## config.mk

```make
export PLATFORM = sky130hd
export DESIGN_NAME = pcx_stall_unit
export DESIGN_NICKNAME = d
export VERILOG_FILES = /design/src/logic/pcx_stall_pkg.sv /design/src/logic/stall_cmd_decode.sv /design/src/logic/stall_interval_timer.sv /design/src/logic/stall_gate.sv /design/src/logic/pcx_stall_unit.sv
export VERILOG_INCLUDE_DIRS = /design/src /design/src/logic
export SDC_FILE = /design/constraint.sdc
export NUM_CORES = 1
export LEC_CHECK = 0
export BUFFER_PORTS_ARGS = -buffer_cell sky130_fd_sc_hd__buf_2
export CORE_MARGIN = 2
export CORE_UTILIZATION = 54
export DETAILED_ROUTE_END_ITERATION = 8
export PLACE_DENSITY = 0.76
export SYNTH_ARGS = -nofsm -noshare
export SYNTH_HDL_FRONTEND = slang
export SYNTH_SLANG_ARGS = --single-unit
```

## constraint.sdc

```tcl
create_clock -name clk -period 2.1 [get_ports clk]
set_clock_uncertainty 0.2 [all_clocks]
set_input_delay 0 -clock clk [delete_from_list [all_inputs] [get_ports clk]]
set_output_delay 0 -clock clk [all_outputs]
set_load 0.02 [all_outputs]
```

## src/logic/pcx_stall_config.svh

```systemverilog
// Sizing, threshold and seed macros for the PCX stall injector, included by RTL and testbench
`ifndef PCX_STALL_CONFIG_SVH
`define PCX_STALL_CONFIG_SVH

// L2 bank destinations, plus the FPU/IOB port as the last destination
`define PCX_NUM_BANKS 4
`define PCX_NUM_DEST 5

// L2 input-queue count width and the level below which a bank may be stalled
`define PCX_QCNT_W 5
`define PCX_IQ_THRESHOLD 10

// Phase counter width, also the width of min_stall and win_mask
`define PCX_PHASE_W 8

// Random configuration after reset
`define PCX_MIN_STALL_RST 8'd1
`define PCX_WIN_MASK_RST 8'h7F

// Per-timer LFSR reset seeds, all nonzero so no timer locks up
`define PCX_LFSR_SEED0 16'hACE1
`define PCX_LFSR_SEED1 16'h5A3C
`define PCX_LFSR_SEED2 16'hB791
`define PCX_LFSR_SEED3 16'h1F2E
`define PCX_LFSR_SEED4 16'hC46D

`endif

```

## src/logic/pcx_stall_pkg.sv

```systemverilog
// Shared command, configuration and timer types of the PCX stall injector, imported by its modules
`include "pcx_stall_config.svh"

package pcx_stall_pkg;

    // Software commands carried on the cmd port when cmd_valid is high
    typedef enum logic [2:0] {
        OP_NOP        = 3'd0,
        OP_STALL_ON   = 3'd1,
        OP_FREE_ON    = 3'd2,
        OP_SET_WINDOW = 3'd3,
        OP_RANDOM_EN  = 3'd4
    } stall_opcode_e;

    // Free/stall phase of one random interval timer
    typedef enum logic {
        PH_FREE  = 1'b0,
        PH_STALL = 1'b1
    } timer_phase_e;

    // bank_mask selects banks for STALL_ON/FREE_ON, bit 0 is the enable for RANDOM_EN
    typedef struct packed {
        stall_opcode_e                opcode;
        logic [`PCX_NUM_BANKS-1:0]    bank_mask;
        logic [`PCX_PHASE_W-1:0]      min_stall;
        logic [`PCX_PHASE_W-1:0]      win_mask;
    } stall_cmd_t;

    // Random stall configuration shared by all five timers
    typedef struct packed {
        logic                         rand_en;
        logic [`PCX_PHASE_W-1:0]      min_stall;
        logic [`PCX_PHASE_W-1:0]      win_mask;
    } stall_cfg_t;

    // One input-queue count per L2 bank, index 0 is bank 0
    typedef logic [`PCX_NUM_BANKS-1:0][`PCX_QCNT_W-1:0] bank_qcnt_t;

endpackage

```

## src/logic/stall_cmd_decode.sv

```systemverilog
// Command decoder that keeps the held-stall masks and the random-stall configuration registers
`timescale 1ns/1ps
`include "pcx_stall_config.svh"

module stall_cmd_decode
    import pcx_stall_pkg::*;
(
    input  logic                      clk,
    input  logic                      rst_n,
    input  logic                      cmd_valid,
    input  stall_cmd_t                cmd,
    output logic [`PCX_NUM_BANKS-1:0] held_stall,
    output stall_cfg_t                cfg
);

    logic [`PCX_NUM_BANKS-1:0] set_mask;
    logic [`PCX_NUM_BANKS-1:0] clr_mask;
    logic                      load_window;
    logic                      load_enable;

    // Only one opcode is active per command, so set and clear come from separate commands
    // unless the same cycle carries both through a later extension
    always_comb begin
        set_mask    = '0;
        clr_mask    = '0;
        load_window = 1'b0;
        load_enable = 1'b0;
        if (cmd_valid) begin
            case (cmd.opcode)
                OP_STALL_ON:   set_mask    = cmd.bank_mask;
                OP_FREE_ON:    clr_mask    = cmd.bank_mask;
                OP_SET_WINDOW: load_window = 1'b1;
                OP_RANDOM_EN:  load_enable = 1'b1;
                default: begin
                end
            endcase
        end
    end

    // Release has priority over hold on the same bank
    always_ff @(posedge clk) begin
        if (!rst_n) begin
            held_stall <= '0;
        end else begin
            held_stall <= (held_stall | set_mask) & ~clr_mask;
        end
    end

    always_ff @(posedge clk) begin
        if (!rst_n) begin
            cfg.rand_en   <= 1'b0;
            cfg.min_stall <= `PCX_MIN_STALL_RST;
            cfg.win_mask  <= `PCX_WIN_MASK_RST;
        end else begin
            if (load_window) begin
                cfg.min_stall <= cmd.min_stall;
                cfg.win_mask  <= cmd.win_mask;
            end
            if (load_enable) begin
                cfg.rand_en <= cmd.bank_mask[0];
            end
        end
    end

endmodule

```

## src/logic/stall_interval_timer.sv

```systemverilog
// LFSR-driven free/stall phase timer that produces the random stall level of one destination
`timescale 1ns/1ps
`include "pcx_stall_config.svh"

module stall_interval_timer
    import pcx_stall_pkg::*;
#(
    parameter logic [15:0] SEED = `PCX_LFSR_SEED0
) (
    input  logic       clk,
    input  logic       rst_n,
    input  stall_cfg_t cfg,
    output logic       rand_stall
);

    logic [15:0]             lfsr;
    logic                    lfsr_fb;
    timer_phase_e            phase;
    logic [`PCX_PHASE_W-1:0] phase_cnt;
    logic [`PCX_PHASE_W-1:0] load_len;
    logic                    started;

    // Fibonacci feedback from taps 16, 14, 13 and 11
    assign lfsr_fb = lfsr[15] ^ lfsr[13] ^ lfsr[12] ^ lfsr[10];

    // Phase length for the next load, wraps at the counter width
    assign load_len = cfg.min_stall + (lfsr[`PCX_PHASE_W-1:0] & cfg.win_mask);

    // The LFSR runs whether or not random stalls are on
    always_ff @(posedge clk) begin
        if (!rst_n) begin
            lfsr <= SEED;
        end else begin
            lfsr <= {lfsr[14:0], lfsr_fb};
        end
    end

    // A zero count ends the current phase and loads the length of the next one
    always_ff @(posedge clk) begin
        if (!rst_n) begin
            phase     <= PH_FREE;
            phase_cnt <= '0;
            started   <= 1'b0;
        end else if (!cfg.rand_en) begin
            phase     <= PH_FREE;
            phase_cnt <= '0;
            started   <= 1'b0;
        end else if (phase_cnt == '0) begin
            phase_cnt <= load_len;
            started   <= 1'b1;
            if (!started) begin
                // First interval after enabling is always a free one
                phase <= PH_FREE;
            end else if (phase == PH_FREE) begin
                phase <= PH_STALL;
            end else begin
                phase <= PH_FREE;
            end
        end else begin
            phase_cnt <= phase_cnt - 1'b1;
        end
    end

    // Output follows the phase one cycle later and drops as soon as random stalls are off
    always_ff @(posedge clk) begin
        if (!rst_n) begin
            rand_stall <= 1'b0;
        end else begin
            rand_stall <= cfg.rand_en && (phase == PH_STALL);
        end
    end

endmodule

```

## src/logic/stall_gate.sv

```systemverilog
// Stall combiner with queue-threshold gating and CAS1/CAS2 pair guard, driving the registered stalls
`timescale 1ns/1ps
`include "pcx_stall_config.svh"

module stall_gate
    import pcx_stall_pkg::*;
(
    input  logic                      clk,
    input  logic                      rst_n,
    input  logic [`PCX_NUM_DEST-1:0]  rand_stall,
    input  logic [`PCX_NUM_BANKS-1:0] held_stall,
    input  logic [`PCX_NUM_BANKS-1:0] cas1_grant,
    input  bank_qcnt_t                que_cnt,
    output logic [`PCX_NUM_BANKS-1:0] bank_stall,
    output logic                      fpu_stall
);

    logic [`PCX_NUM_BANKS-1:0] queue_ok;
    logic [`PCX_NUM_BANKS-1:0] raw;
    logic [`PCX_NUM_BANKS-1:0] raw_d1;
    logic [`PCX_NUM_BANKS-1:0] rising_on_cas1;

    // A bank is only stalled while its input queue has room, so the L2 keeps its own stall
    always_comb begin
        for (int i = 0; i < `PCX_NUM_BANKS; i++) begin
            queue_ok[i] = que_cnt[i] < `PCX_QCNT_W'(`PCX_IQ_THRESHOLD);
        end
    end

    assign raw = (rand_stall[`PCX_NUM_BANKS-1:0] | held_stall) & queue_ok;

    // A stall that would newly start under a CAS1 grant would split the CAS pair
    assign rising_on_cas1 = ~raw_d1 & cas1_grant;

    always_ff @(posedge clk) begin
        if (!rst_n) begin
            raw_d1 <= '0;
        end else begin
            raw_d1 <= raw;
        end
    end

    // FP1/FP2 may be separated, so the FPU stall is passed through unguarded
    always_ff @(posedge clk) begin
        if (!rst_n) begin
            bank_stall <= '0;
            fpu_stall  <= 1'b0;
        end else begin
            bank_stall <= raw & ~rising_on_cas1;
            fpu_stall  <= rand_stall[`PCX_NUM_DEST-1];
        end
    end

endmodule

```

## src/logic/pcx_stall_unit.sv

```systemverilog
// Top level of the PCX stall injector joining command decode, five interval timers and the gate
`timescale 1ns/1ps
`include "pcx_stall_config.svh"

module pcx_stall_unit
    import pcx_stall_pkg::*;
(
    input  logic                      clk,
    input  logic                      rst_n,
    input  logic                      cmd_valid,
    input  stall_cmd_t                cmd,
    input  logic [`PCX_NUM_BANKS-1:0] cas1_grant,
    input  bank_qcnt_t                que_cnt,
    output logic [`PCX_NUM_BANKS-1:0] bank_stall,
    output logic                      fpu_stall
);

    // Timer 4 serves the FPU/IOB destination, timers 0 to 3 the L2 banks
    localparam logic [`PCX_NUM_DEST-1:0][15:0] LFSR_SEEDS = {
        `PCX_LFSR_SEED4,
        `PCX_LFSR_SEED3,
        `PCX_LFSR_SEED2,
        `PCX_LFSR_SEED1,
        `PCX_LFSR_SEED0
    };

    logic [`PCX_NUM_BANKS-1:0] held_stall;
    stall_cfg_t                cfg;
    logic [`PCX_NUM_DEST-1:0]  rand_stall;

    stall_cmd_decode stall_cmd_decode_i (
        .clk        (clk),
        .rst_n      (rst_n),
        .cmd_valid  (cmd_valid),
        .cmd        (cmd),
        .held_stall (held_stall),
        .cfg        (cfg)
    );

    for (genvar g = 0; g < `PCX_NUM_DEST; g++) begin : g_timer
        stall_interval_timer #(
            .SEED (LFSR_SEEDS[g])
        ) stall_interval_timer_i (
            .clk        (clk),
            .rst_n      (rst_n),
            .cfg        (cfg),
            .rand_stall (rand_stall[g])
        );
    end

    stall_gate stall_gate_i (
        .clk        (clk),
        .rst_n      (rst_n),
        .rand_stall (rand_stall),
        .held_stall (held_stall),
        .cas1_grant (cas1_grant),
        .que_cnt    (que_cnt),
        .bank_stall (bank_stall),
        .fpu_stall  (fpu_stall)
    );

endmodule

```

==> reports/qor.csv <==
stage,metric,value,unit
status,status,"complete, but fails checks",
status,violations,negative setup slack,
pwr,power.total,0.00757,W
worst_setup_path,critPathKind,register to register,
flow_run,max-cap-violations,0,
floorplan,row_count,43,
grt,grt-ovfl-total,0,
clock_network,root_buffer,clkbuf_16,
finish,fin_nets,1100,
floorplan,coreArea,13700,sq um
synth,synth.area.top_cells,"dfxtp_1 (44%), ha_1 (6.7%), and2_1 (6.3%)",
sta,finalCritPeriodShare,107,%
routing,dr.pass1.iters,6,
synth,synthArstFlopShare,0,%
floorplan,ios,55,
pwr,leakagePower,4.37,nW
worst_setup_path,crit_fanout,4,
worst_setup_path,cpMaxStageDelayCell,dfxtp_4,
synth,synth-edff-count,0,
placed_design,gp_congestion,0.852,
sta,finalHoldViolations,0,
grt,busiest_layer,met2,
routing,drc,0,
routing,dr_total_vias,6896,
grt,grt_max_degree,110,
grt,antenna_found_initial,0,
sta,max_freq,0.444,GHz
floorplan,fp.dieH,122,um
routing,via_per_inst,5.76,
synth,ys_seq_area_share,44.1,%
sta,slew_violations,0,
synth,avgSynthCellArea,9.11,sq um
grt,grt.total_usage,28.3,%
worst_setup_path,start_kind,register,
finish,finalInstanceArea,10100,sq um
synth,syn_nets,917,
synth,synth_area,7490,sq um
worst_setup_path,crit_arrival,2390,ps
clock_network,cts_tree,yes,
synth,yosysWarnings,0,
synth,synthCells,822,
synth,yosys.cell_types.count,55,
sta,worstMarginPinSlew,459,ps
finish,drive_gt1_share,24.1,%
placed_design,post-place-ws,-177,ps
grt,use_met1,34.8,%
grt,grt_pass1_wl,32500,um
floorplan,start_util,54.6,%
worst_setup_path,endpoint_kind,register,
clock_network,clock_latency,440,ps
clock_network,clkTransAtPathRegs,70,ps
pwr,clockPowerShare,40.5,%
sta,fin_ws,-153,ps
pwr,power.density,749,nW/um^2
pwr,switchingPower,0.00205,W
synth,synth.most_common_cell,dfxtp_1,
floorplan,die-area,14800,sq um
synth,synth-seq-cells,165,
synth,yosys.area.top_type,dfxtp_1,
synth,synthTopCellsByCount,"dfxtp_1 (165), nand2_1 (87), and2_1 (75), nor2_1 (52), nand2b_1 (45)",
routing,drt-initial-drc-count,479,
grt,grt_pass1_vias,6492,
sta,setup_viol,11,
sta,finalCriticalPeriod,2250,ps
routing,wl_per_cell,19.3,um
hold_path,hold_path_class,primary input to register,
routing,ant_nets,0,
pwr,internal-power,0.00552,W
worst_setup_path,cp.required,2240,ps
synth,yosysTopAreaCellShare,44.1,%
placed_design,port_buffers,50,
pwr,power_frac_comb,15.4,%
sta,slew_headroom,69.3,%
pwr,pwr-share-seq,44.0,%
clock_network,h-tree-depth,4,
pwr,vdd_ir_drop_max,0.520,mV
synth,synth_ff_type,dfxtp_1,
finish,diodes,0,
worst_setup_path,crit_chain,"buf_6, nand2_2, inv_1, ha_1, a211oi_2, o21ai_1, o21ai_0, xor2_1, a211oi_1",
finish,fill_cells,866,
clock_network,clock-sinks,165,
placed_design,hpwlAfterDp,12100,um
sta,tns,-718,ps
grt,use_met2,46.8,%
worst_setup_path,slowest_delay,360,ps
sta,rsz0062_at_grt,true,
grt,met3_usage,7.26,%
placed_design,dpl_cell_area,8470,sq um
finish,syn2layout_area_growth,35.0,%
pwr,p_sw_share,27.1,%
clock_network,cts_buffers,17,
sta,holdWs,93.2,ps
clock_network,cts_buffer_depth,2,
floorplan,die_w,122,um
routing,finalWirelength,23000,um
-- layout make-up --
class                           count  area [sq um]  share of cell area, %
Clock inverter                     13           141                   1.40
Multi-Input combinational cell    598          4330                   42.8
Timing Repair Buffer              193          1540                   15.2
Inverter                           30           113                   1.11
Tap cell                          180           225                   2.23
Sequential cell                   165          3330                   33.0
Clock buffer                       18           429                   4.25
-- state kept, by name, summed over array words and instances (netlist names) --
name                                       cells
stall_gate_i.fpu_stall                         1
g_timer.stall_interval_timer_i.started         5
g_timer.stall_interval_timer_i.rand_stall      5
stall_cmd_decode_i.cfg                        17
g_timer.stall_interval_timer_i.lfsr           80
g_timer.stall_interval_timer_i.phase           5
stall_gate_i.raw_d1                            4
stall_cmd_decode_i.held_stall                  4
g_timer.stall_interval_timer_i.phase_cnt      40
stall_gate_i.bank_stall                        4
-- placed cells by master (no fill, tap or decap), types with 5 or more instances in the layout --
cell type        n
fa_2             5
and2_1          67
ha_1            24
nand3b_1         7
xor2_1          30
dlygate4sd3_1   62
buf_2           50
nand2_1         82
nand3_1         14
a21boi_0        13
nand2b_1        45
nand2_2          6
a31oi_1          9
and3_1          12
clkbuf_16       17
nor3_1          11
nor4_1           5
a211oi_1        14
nor2_1          52
o21a_1           5
inv_2            5
dfxtp_2          6
buf_6            5
o21ai_0         23
mux2i_1          6
xnor2_1         22
dfxtp_1        153
buf_4           73
and2_4           7
ha_4            15
a21o_1          11
o21ai_1         10
a21oi_1         24
dfxtp_4          6
inv_1           25
-- layer usage --
metal | vias to the layer above | share of wire (%)
li1 | 3184 | -
met5 | - | 0
met1 | 3263 | 39
met2 | 335 | 48
met3 | 114 | 6.9
met4 | 0 | 5.5
-- power by group through the flow --
stage                     Combinational [W]  Clock, W  Sequential, W
after global placement             0.000846         0        0.00339
after CTS                          0.000974   0.00306        0.00332
after detailed placement           0.000861         0        0.00339
after global routing                0.00125   0.00321        0.00334
final                               0.00117   0.00307        0.00333
after floorplan                    0.000556         0        0.00337
-- cells by family after synthesis --
group	after synthesis	synth area share [%]
AND/OR/NAND/NOR	351	25.3
flip-flops	165	44.1
AO/OA/AOI/OAI	144	12.8
buffers and inverters	59	2.97
XOR/XNOR	52	6.08
adder cells (fa/ha/maj)	45	8.02
multiplexers	6	0.802
-- timing repair --
action,CTS,global route
setup endpoints to repair,16,33
pin swaps,5,26
hold buffers,64,0
gates resized for setup,27,69
setup buffers,1,5
endpoints found under the hold margin,96,0
-- critical path: cells and delay by family (launching register included) --
kind            cells  cell delay, ps
flops               1             360
xor+xnor            1             200
simple gates        1              60
compound gates      4             820
fa+ha+maj           1             330
buf+inv             2             170
-- worst paths after layout --
path | start | endpoint | slack [ps] | cells after the start
max | stall_cmd_decode_i.cfg[1] | g_timer[3].stall_interval_timer_i.phase_cnt[5] | -150 | 9
min | cas1_grant[0] | stall_gate_i.bank_stall[0] | 90 | 3
max reg2reg | stall_cmd_decode_i.cfg[1] | g_timer[3].stall_interval_timer_i.phase_cnt[5] | -150 | 9
min reg2reg | g_timer[4].stall_interval_timer_i.lfsr[14] | g_timer[4].stall_interval_timer_i.lfsr[15] | 200 | 1
-- metrics by stage --
stage,utilization (%),std cells
finish,73.7,1197
global route,73.7,1197
CTS,71.2,1194
detailed placement,61.7,1098
global placement,61.7,1098
floorplan,-,822
(Power assumes the default switching activity.)
